<file path="src/tcb_macros.svh">
////////////////////////////////////////
// tcb bus sizing
// data width, byte count, offset and
// byte address width of the subsystem
////////////////////////////////////////

`ifndef TCB_MACROS_SVH
`define TCB_MACROS_SVH

// data bus width in bits
`define TCB_DAT_W 32

// bytes per data word
`define TCB_BYT 4

// byte offset inside a word
`define TCB_OFF_W 2

// byte address width, 256 words of memory
// (word address is what remains above the offset)
`define TCB_ADR_W 10

`endif

</file>
<file path="src/tcb_pkg.sv">
////////////////////////////////////////
// tcb package
// bus vector types, endianness and the
// request and response structs
////////////////////////////////////////

package tcb_pkg;

`include "tcb_macros.svh"

////////////////////////////////////////
// vector types
////////////////////////////////////////

    // byte address
    typedef logic [`TCB_ADR_W-1:0] tcb_adr_t;

    // byte offset inside word
    typedef logic [`TCB_OFF_W-1:0] tcb_off_t;

    // log size code, 0 byte, 1 half, 2 word
    typedef logic [1:0] tcb_siz_t;

    // data word
    typedef logic [`TCB_DAT_W-1:0] tcb_dat_t;

    // byte enables, one per lane
    typedef logic [`TCB_BYT-1:0] tcb_byt_t;

    // endianness of the item
    typedef enum logic {
        TCB_LITTLE = 1'b0,
        TCB_BIG    = 1'b1
    } tcb_ndn_t;

////////////////////////////////////////
// structs
////////////////////////////////////////

    // log size request, wdt packed from byte 0
    typedef struct packed {
        logic     ren;
        logic     wen;
        tcb_ndn_t ndn;
        tcb_siz_t siz;
        tcb_adr_t adr;
        tcb_dat_t wdt;
    } tcb_req_t;

    // byte enable request, wdt on its lanes
    typedef struct packed {
        logic                             ren;
        logic                             wen;
        logic [`TCB_ADR_W-`TCB_OFF_W-1:0] wad;
        tcb_byt_t                         byt;
        tcb_dat_t                         wdt;
    } tcb_mem_req_t;

    // response
    typedef struct packed {
        tcb_dat_t rdt;
        logic     sts;
    } tcb_rsp_t;

endpackage

</file>
<file path="src/tcb_logsize2byteena.sv">
////////////////////////////////////////
// tcb log size to byte enable decode
// byte enables from offset and size,
// write lane steering per endianness,
// illegal request detection
////////////////////////////////////////

`timescale 1ns/1ps
`include "tcb_macros.svh"

module tcb_logsize2byteena (
    input  logic                  vld,
    input  tcb_pkg::tcb_req_t     req,
    output tcb_pkg::tcb_mem_req_t mem_req,
    output tcb_pkg::tcb_off_t     off,
    output tcb_pkg::tcb_siz_t     siz,
    output tcb_pkg::tcb_ndn_t     ndn,
    output logic                  err
);

////////////////////////////////////////
// local signals
////////////////////////////////////////

    // item byte mask, not yet rotated
    tcb_pkg::tcb_byt_t len_msk;

    // item byte index seen by each lane
    tcb_pkg::tcb_off_t idx_lit [`TCB_BYT];
    tcb_pkg::tcb_off_t idx_big [`TCB_BYT];

    // first byte past the access
    int span;

    // size 3 or crossing the word end
    logic bad;

    // request attributes, also kept by the result stage
    assign off = req.adr[`TCB_OFF_W-1:0];
    assign siz = req.siz;
    assign ndn = req.ndn;

////////////////////////////////////////
// legality
////////////////////////////////////////

    assign span = int'(off) + (1 << siz);
    assign bad  = (siz == 2'd3) || (span > `TCB_BYT);

    // only a real request reports an error
    assign err = vld & bad;

////////////////////////////////////////
// lane mapping
////////////////////////////////////////

    always_comb begin
        for (int i = 0; i < `TCB_BYT; i++) begin
            // ones for item bytes below 2^siz
            len_msk[i] = (i < (1 << siz));
            // little endian, lane offset+k holds byte k
            idx_lit[i] = tcb_pkg::tcb_off_t'(i - int'(off));
            // big endian, reversed inside the item
            idx_big[i] = tcb_pkg::tcb_off_t'((1 << siz) - 1 - i + int'(off));
        end
    end

////////////////////////////////////////
// byte enable request
////////////////////////////////////////

    always_comb begin
        // illegal access never reaches the memory
        mem_req.ren = req.ren & ~bad;
        mem_req.wen = req.wen & ~bad;
        mem_req.wad = req.adr[`TCB_ADR_W-1:`TCB_OFF_W];
        for (int i = 0; i < `TCB_BYT; i++) begin
            // mask rotated by offset
            mem_req.byt[i] = len_msk[idx_lit[i]] & ~bad;
            // write byte steering
            if (ndn == tcb_pkg::TCB_BIG) begin
                mem_req.wdt[8*i +: 8] = req.wdt[8*idx_big[i] +: 8];
            end else begin
                mem_req.wdt[8*i +: 8] = req.wdt[8*idx_lit[i] +: 8];
            end
        end
    end

endmodule

</file>
<file path="config.mk">
export PLATFORM = sky130hd
export DESIGN_NAME = tcb_logsize2byteena
export DESIGN_NICKNAME = d
export VERILOG_FILES = /design/src/tcb_pkg.sv /design/src/tcb_logsize2byteena.sv
export VERILOG_INCLUDE_DIRS = /design/src
export SDC_FILE = /design/constraint.sdc
export NUM_CORES = 1
export LEC_CHECK = 0
export ABC_AREA = 0
export ABC_CLOCK_PERIOD_IN_PS = 4330
export BUFFER_PORTS_ARGS = -buffer_cell sky130_fd_sc_hd__buf_2
export CELL_PAD_IN_SITES_DETAIL_PLACEMENT = 1
export CELL_PAD_IN_SITES_GLOBAL_PLACEMENT = 2
export CORE_MARGIN = 1
export CORE_UTILIZATION = 22
export DETAILED_ROUTE_END_ITERATION = 16
export PLACE_DENSITY_LB_ADDON = 0.05
export SYNTH_ARGS = -nofsm -noshare
export SYNTH_HDL_FRONTEND = slang
export SYNTH_SLANG_ARGS = --single-unit
</file>
<file path="constraint.sdc">
create_clock -name vclk -period 4.33
set_input_delay 1.0825 -clock vclk [all_inputs]
set_output_delay 1.0825 -clock vclk [all_outputs]
set_load 0.02 [all_outputs]
</file>
==> impl_metrics.tcl <==
set metrics [dict create \
    status "finished clean" \
    crit_type "in2out" \
    initial_core_util 0.2329 \
    worstMarginPinSlew_ns 0.4874 \
    rsz0062_at_grt "false" \
    wirelength_um 3708 \
    syn_area_per_cell_um2 11.12 \
    io_buffer_count 84 \
    crit_required_ns 3.25 \
    clock_buffer_count 0 \
    cts.repair.resized 0 \
    ant_nets 0 \
    hold_violations 0 \
    nFillCells 649 \
    crit_arrival_ns 3.00 \
    crit_top_cell "buf_2" \
    drc 0 \
    synthTopCellsByCount "mux2i_1, mux4_1, buf_4" \
    drive_above_1_share 0.5470 \
    path_max_fanout 10 \
    critPathTopFamily "buffers and inverters" \
    p_switching_w 0.0001977 \
    fp-row-count 26 \
    p_clk_frac 0 \
    worstPathCellList "buf_2 > nor2_2 > inv_1 > ha_1 > xnor2_1 > a21oi_2 > xnor2_2 > buf_4 > mux4_1 > buf_2" \
    seq_area_um2 0 \
    grt_pass1_wl_um 6230 \
    yosys.cell_count.top_type "mux2i_1" \
    critPathMaxStageDelay_ns 0.34 \
    p_leak_nw 0.8835 \
    finalSetupViolations 0 \
    p_per_area_nw_per_um2 213.4 \
    netlist_area_um2 1212 \
    design.die.area_um2 5812 \
    coreArea_um2 5205 \
    multi_input_area_um2 1049 \
    setup-tns-final_ns 0 \
    vias 1173 \
    ys_seq_area_frac 0 \
    drtPass1Iterations 4 \
    fin_area_um2 1633 \
    ioPinCount 100 \
    holdBufCountCts 0 \
    ys_types 26 \
    worstHoldStart "req[37]" \
    syn_to_final_growth_pct 34.68 \
    path_depth 10 \
    p_sw_frac 0.5676 \
    holdPathStages 0 \
    min_path_type "in2out" \
    track_usage 0.1251 \
    final_core_util 0.3137 \
    fin_nets 237 \
    yosysTopAreaCell "mux4_1" \
    p_comb_frac 1.000 \
    drv_slew 0 \
    period_needed_ns 4.079 \
    cp_num_buf_inv 4 \
    crit_path_top_delay_cell "ha_1" \
    grt_max_degree 17 \
    grt_overflow_total 0 \
    vias_per_cell 4.673 \
    gp_congestion 0.6712 \
    seq_cell_count 0 \
    post-route-period-util 0.9421 \
    grt_pass1_vias 1202 \
    yosys_warnings 0 \
    die_y_um 76.24 \
    avgRoutedWirePerCell_um 14.77 \
    seq_power_share 0 \
    intPower_w 0.0001506 \
    fin_hold_ws_ns 2.165 \
    synth_top_area_frac 0.3251 \
    grt_antenna_before_repair 0 \
    max-slew-margin-rel 0.6751 \
    whs_endpoint "mem_req[39]" \
    worstSetupStartpointType "primary input" \
    netlist_instances 109 \
    die_w_um 76.24 \
    peakVddDrop_mv 0.07153 \
    end_kind "output pin" \
    cts_setup_buffers 0 \
    maxCapViolCount 0 \
    place_area_um2 1630 \
    max_clock_freq_mhz 245.1 \
    drt_iter0_markers 15 \
    dp_hpwl_um 3111 \
    synth_fp_nets 163 \
    diodes 0 \
    synth_area_leaders "mux4_1, mux2i_1, buf_4" \
]
-- power by group through the flow --
stage                     Sequential (W)  Clock (W)  Combinational, W
after floorplan                        0          0          0.000251
after global placement                 0          0          0.000348
after detailed placement               0          0          0.000353
after CTS                              0          0          0.000354
after global routing                   0          0          0.000375
final                                  0          0          0.000348
-- final cells by class --
type | instances | share of cell area
multi-input combinational | 87 | 0.6421
inverter | 3 | 0.006897
tap | 70 | 0.05364
timing repair buffer | 91 | 0.2973
-- logic make-up (layout without fill, tap and decap cells) --
logic type | after synthesis | count (layout) | synth area share
mux | 48 | 48 | 0.6078
buf+inv | 22 | 94 | 0.1372
fa+ha+maj | 6 | 6 | 0.06192
xor+xnor | 5 | 5 | 0.04851
compound gates | 14 | 14 | 0.08050
simple gates | 14 | 14 | 0.06398
-- how the worst max path moves through the flow --
stage / start / end / slack (ns)
2_1_floorplan: req[43] / mem_req[10] / 0.11
3_3_place_gp: req[43] / mem_req[6] / 0.24
3_5_place_dp: req[43] / mem_req[22] / 0.15
4_1_cts: req[43] / mem_req[14] / 0.15
5_1_grt: req[43] / mem_req[13] / 0.09
6_report: req[43] / mem_req[22] / 0.25
-- stage by stage --
stage | power (W) | setup WS (ns) | std cells
floorplan | 0.0002509 | 0.1131 | 109
global placement | 0.0003482 | 0.2423 | 251
detailed placement | 0.0003528 | 0.1542 | 251
CTS | 0.0003537 | 0.1483 | 251
global route | 0.0003748 | 0.09271 | 251
finish | 0.0003484 | 0.2507 | 251
-- cell usage in the layout (no fill, tap or decap), drive strengths merged, types with 2 or more instances in the layout --
master,synthesis,routed
buf,18,91
mux2i,32,32
mux4,16,16
a21oi,7,7
ha,6,6
xnor2,4,4
nor2b,4,4
nor2,4,4
inv,3,3
nand2,3,3
o21a,3,3
and2,2,2
-- metal layers --
layer | global-route usage | vias up | wire (µm)
li1 | - | 567 | -
met1 | 0.1678 | 553 | 1705
met2 | 0.2243 | 51 | 1753
met3 | 0.01677 | 2 | 246
met4 | 0.001923 | 0 | 2
met5 | 0 | - | 0
Note: power is estimated with default switching activity, not from simulation.
