$ cat config.mk
export PLATFORM = sky130hd
export DESIGN_NAME = tcb_rsp_align
export DESIGN_NICKNAME = d
export VERILOG_FILES = /design/src/tcb_pkg.sv /design/src/tcb_rsp_align.sv
export VERILOG_INCLUDE_DIRS = /design/src
export SDC_FILE = /design/constraint.sdc
export NUM_CORES = 1
export LEC_CHECK = 0
export BUFFER_PORTS_ARGS = -buffer_cell sky130_fd_sc_hd__buf_2
export CAP_MARGIN = 20
export CORE_ASPECT_RATIO = 1.1
export CORE_MARGIN = 2
export CORE_UTILIZATION = 45
export DETAILED_ROUTE_END_ITERATION = 7
export HOLD_SLACK_MARGIN = 0.12
export PLACE_DENSITY = 0.85
export SYNTH_ARGS = -nofsm -noshare
export SYNTH_HDL_FRONTEND = slang
export SYNTH_SLANG_ARGS = --single-unit
$ cat constraint.sdc
create_clock -name clk -period 3.4 [get_ports clk]
set_clock_uncertainty 0.2 [all_clocks]
set_input_delay 0.34 -clock clk [delete_from_list [all_inputs] [get_ports clk]]
set_output_delay 0.34 -clock clk [all_outputs]
set_load 0.05 [all_outputs]
$ cat src/tcb_macros.svh
////////////////////////////////////////
// tcb bus sizing
// data width, byte count, offset and
// byte address width of the subsystem
////////////////////////////////////////

`ifndef TCB_MACROS_SVH
`define TCB_MACROS_SVH

// data bus width in bits
`define TCB_DAT_W 32

// bytes per data word
`define TCB_BYT 4

// byte offset inside a word
`define TCB_OFF_W 2

// byte address width, 256 words of memory
// (word address is what remains above the offset)
`define TCB_ADR_W 10

`endif

$ cat src/tcb_pkg.sv
////////////////////////////////////////
// tcb package
// bus vector types, endianness and the
// request and response structs
////////////////////////////////////////

package tcb_pkg;

`include "tcb_macros.svh"

////////////////////////////////////////
// vector types
////////////////////////////////////////

    // byte address
    typedef logic [`TCB_ADR_W-1:0] tcb_adr_t;

    // byte offset inside word
    typedef logic [`TCB_OFF_W-1:0] tcb_off_t;

    // log size code, 0 byte, 1 half, 2 word
    typedef logic [1:0] tcb_siz_t;

    // data word
    typedef logic [`TCB_DAT_W-1:0] tcb_dat_t;

    // byte enables, one per lane
    typedef logic [`TCB_BYT-1:0] tcb_byt_t;

    // endianness of the item
    typedef enum logic {
        TCB_LITTLE = 1'b0,
        TCB_BIG    = 1'b1
    } tcb_ndn_t;

////////////////////////////////////////
// structs
////////////////////////////////////////

    // log size request, wdt packed from byte 0
    typedef struct packed {
        logic     ren;
        logic     wen;
        tcb_ndn_t ndn;
        tcb_siz_t siz;
        tcb_adr_t adr;
        tcb_dat_t wdt;
    } tcb_req_t;

    // byte enable request, wdt on its lanes
    typedef struct packed {
        logic                             ren;
        logic                             wen;
        logic [`TCB_ADR_W-`TCB_OFF_W-1:0] wad;
        tcb_byt_t                         byt;
        tcb_dat_t                         wdt;
    } tcb_mem_req_t;

    // response
    typedef struct packed {
        tcb_dat_t rdt;
        logic     sts;
    } tcb_rsp_t;

endpackage

$ cat src/tcb_rsp_align.sv
////////////////////////////////////////
// tcb response realignment
// delays request attributes to meet the
// read data, returns lanes to item order
////////////////////////////////////////

`timescale 1ns/1ps
`include "tcb_macros.svh"

module tcb_rsp_align (
    input  logic              clk,
    input  logic              arst_n,
    input  logic              vld,
    input  tcb_pkg::tcb_off_t off,
    input  tcb_pkg::tcb_siz_t siz,
    input  tcb_pkg::tcb_ndn_t ndn,
    input  logic              ren,
    input  logic              err,
    input  tcb_pkg::tcb_dat_t rdt,
    output logic              rsp_vld,
    output tcb_pkg::tcb_rsp_t rsp
);

    // attributes delayed by one cycle
    logic              vld_q;
    logic              ren_q;
    logic              err_q;
    tcb_pkg::tcb_off_t off_q;
    tcb_pkg::tcb_siz_t siz_q;
    tcb_pkg::tcb_ndn_t ndn_q;

    // memory lane holding each item byte
    tcb_pkg::tcb_off_t lane [`TCB_BYT];

    // realigned and masked read data
    tcb_pkg::tcb_dat_t rdt_aln;

////////////////////////////////////////
// delay stage
////////////////////////////////////////

    always_ff @(posedge clk or negedge arst_n) begin
        if (!arst_n) begin
            vld_q <= 1'b0;
            ren_q <= 1'b0;
            err_q <= 1'b0;
        end else begin
            vld_q <= vld;
            if (vld) begin
                ren_q <= ren;
                err_q <= err;
            end
        end
    end

    // item attributes
    always_ff @(posedge clk) begin
        if (vld) begin
            off_q <= off;
            siz_q <= siz;
            ndn_q <= ndn;
        end
    end

////////////////////////////////////////
// realignment
////////////////////////////////////////

    always_comb begin
        for (int k = 0; k < `TCB_BYT; k++) begin
            // inverse of the decode lane rule
            if (ndn_q == tcb_pkg::TCB_BIG) begin
                lane[k] = tcb_pkg::tcb_off_t'((1 << siz_q) - 1 - k + int'(off_q));
            end else begin
                lane[k] = tcb_pkg::tcb_off_t'(k + int'(off_q));
            end
            // bytes at and above 2^siz are zero
            rdt_aln[8*k +: 8] = (k < (1 << siz_q)) ? rdt[8*lane[k] +: 8] : 8'h00;
        end
    end

    // writes and blocked requests return zero data
    assign rsp_vld = vld_q;
    assign rsp.rdt = ren_q ? rdt_aln : '0;
    assign rsp.sts = err_q;

endmodule

==> results.cfg <==
[placed_design]
dp_cells = 275
hpwl_mm = 3.05
io_buffers = 75
place_congestion = 0.770

[setup_path]
required_ns = 2.86
crit_type = flip-flop to output port
worst_path_dominant_cell_family = compound AO/OA/AOI/OAI gates
worstRegToRegCells = 1
worst_setup_path_start_kind = flip-flop
path_max_fanout = 16
slowest_delay_ns = 0.41
arrival_ns = 2.68
worst-path-buf-inv = 2
crit_slowest_cell = edfxtp_1
rrSetupSlack_ns = 2.38
reg2reg_from = ren_q$_DFFE_PN0P_
end_kind = output port
cp_num_cells = 8
r2r-end = ren_q$_DFFE_PN0P_
path_cells = or2_2 > ha_1 > o31a_1 > o32ai_2 > xnor2_4 > buf_12 > mux2i_1 > buf_2

[global_routing]
antenna_found_initial = 0
grt_usage_pct = 21.4
grt_pass1_vias = 1375
grt_pass1_wl_mm = 5.93
grt_overflow = 0
grt_max_degree = 33

[clock_network]
cts_buffers = 3
htree_levels = 1
cts_tree = done
path_clk_slew_ns = 0.05
cts-root-buf = clkbuf_4
clock_latency_ns = 0.25
cts_max_path_buffers = 2
clock-sinks = 8

[power]
leakage_uw = 0.000944
clkPwrFrac_pct = 8.8
switching_share_pct = 54.0
comb_power_share_pct = 76.9
p_int_uw = 394
ir_drop_uv = 325
seq_power_share_pct = 14.2
power.density_mw_per_mm2 = 425
p_sw_uw = 463

[die]
die_w_um = 56.7
io_pins = 76
die-area_sq_mm = 0.00351
core_sq_mm = 0.00297
fp-row-count = 21
initial_core_util_pct = 46.3
die_h_um = 62.0

[routing]
num_vias = 1562
drtAntennaViolNets = 0
drt_iter0_markers = 49
drc = 0
wl_per_cell_um = 13.6
wirelength_mm = 3.93
vias_per_cell = 5.40
drtPass1Iterations = 4

[final_layout]
final_common_cell = buf_2
fin_nets = 300
n_antenna_cell = 0
nFillCells = 259
instances_no_fill = 289
final_cell_mix = buf_2, mux2_2, nand2_1
syn_to_final_growth_pct = 46.5
fin_util_pct = 67.8
drive_gt1_share_pct = 54.9

[yosys]
yosysWarnings = 0
netlist_instances = 175
synthFlopType = edfxtp_1
netlist_area_sq_mm = 0.00138
synth_enable_flop_cells = 5
ys_ff_latch = 8
synth-seq-area-share_pct = 16.4
syn_nets = 219
ys_types = 25
async_flop_share_pct = 37.5
avgSynthCellArea_sq_um = 7.86

[timing]
max-slew-margin-rel_pct = 64.2
worst_hold_slack_ns = 0.255
finalSetupViolCount = 0
drv_slew = 0
worstMarginPinSlew_ns = 0.537
hold_viol = 0
finalCritPeriodShare_pct = 94.7
rsz0062_at_grt = false
period_needed_ns = 3.22
max_freq_ghz = 0.311

[job]
drv_cap = 0

[hold_path]
hold_path_class = primary input to async pin

[outcome]
status = completed
-- cell families (layout without fill, tap and decap cells) --
logic type / Yosys count / after routing / synth area share [%]
flops: 8 / 8 / 16.4
simple gates: 73 / 73 / 24.1
xor+xnor: 2 / 2 / 1.82
fa+ha+maj: 2 / 2 / 1.82
mux: 51 / 51 / 40.2
buf+inv: 18 / 98 / 6.73
compound gates: 21 / 21 / 8.92
-- cells in the mapped netlist (2+ instances only) --
master	n	area [sq um]
a21oi_1	16	80.1
buf_2	5	25.0
nor3_1	34	170
inv_1	3	11.3
nand2_1	33	124
edfxtp_1	5	150
mux2_2	34	383
buf_6	2	22.5
dfrtp_1	3	75.1
ha_1	2	25.0
clkbuf_1	7	26.3
mux2i_1	17	170
and2_1	2	12.5
-- per-stage QoR --
stage | area [sq um] | worst slack, ns | total power (uW) | setup TNS [ns]
2_1_floorplan | 1460 | -0.00516 | 624 | -0.0516
3_3_place_gp | 1860 | 0.192 | 747 | 0
3_5_place_dp | 1860 | 0.0846 | 755 | 0
4_1_cts | 1990 | 0.107 | 846 | 0
5_1_grt | 2010 | 0.0175 | 908 | 0
6_report | 2010 | 0.181 | 856 | 0
-- sequential cells by signal (all words and copies together) (netlist names) --
| register | flops |
|---|---|
| off_q | 2 |
| siz_q | 2 |
| err_q | 1 |
| ndn_q | 1 |
| ren_q | 1 |
| rsp_vld | 1 |
-- metal layers --
metal,wire [um],GRT usage (%)
met1,1590,25.4
met5,0,0
met3,197,2.48
met2,2150,41.0
met4,0,6.46
-- area by class of cell --
type                            count  area, sq um  area share (%)
Clock buffer                        4         26.3            1.30
Tap cell                           34         42.5            2.11
Multi-Input combinational cell    149         1170            57.9
Timing Repair Buffer               91          543            27.0
Sequential cell                     8          225            11.2
Inverter                            3         11.3           0.559
-- power groups by stage --
stage | clock, uW | sequential (uW) | combinational (uW)
floorplan | 0 | 122 | 502
global placement | 0 | 123 | 624
detailed placement | 0 | 123 | 632
CTS | 80.2 | 122 | 644
global route | 82.7 | 123 | 702
finish | 75.7 | 122 | 659
-- worst max path at each step --
stage | start | endpoint | slack (ns)
2_1_floorplan | siz_q[1]$_DFFE_PP_ | rsp[14] | -0.005
5_1_grt | siz_q[0]$_DFFE_PP_ | rsp[4] | 0.02
4_1_cts | siz_q[0]$_DFFE_PP_ | rsp[13] | 0.11
3_3_place_gp | siz_q[0]$_DFFE_PP_ | rsp[26] | 0.19
6_report | siz_q[0]$_DFFE_PP_ | rsp[13] | 0.18
3_5_place_dp | siz_q[0]$_DFFE_PP_ | rsp[13] | 0.08
-- timing repair --
item | 4_1_cts | 5_1_grt
pin swaps | 0 | 1
setup buffers | 0 | 1
hold endpoints to repair | 11 | 0
setup endpoints to repair | 16 | 9
hold buffers | 9 | 0
resized for setup | 1 | 1
Note: power is estimated with default switching activity, not from simulation.
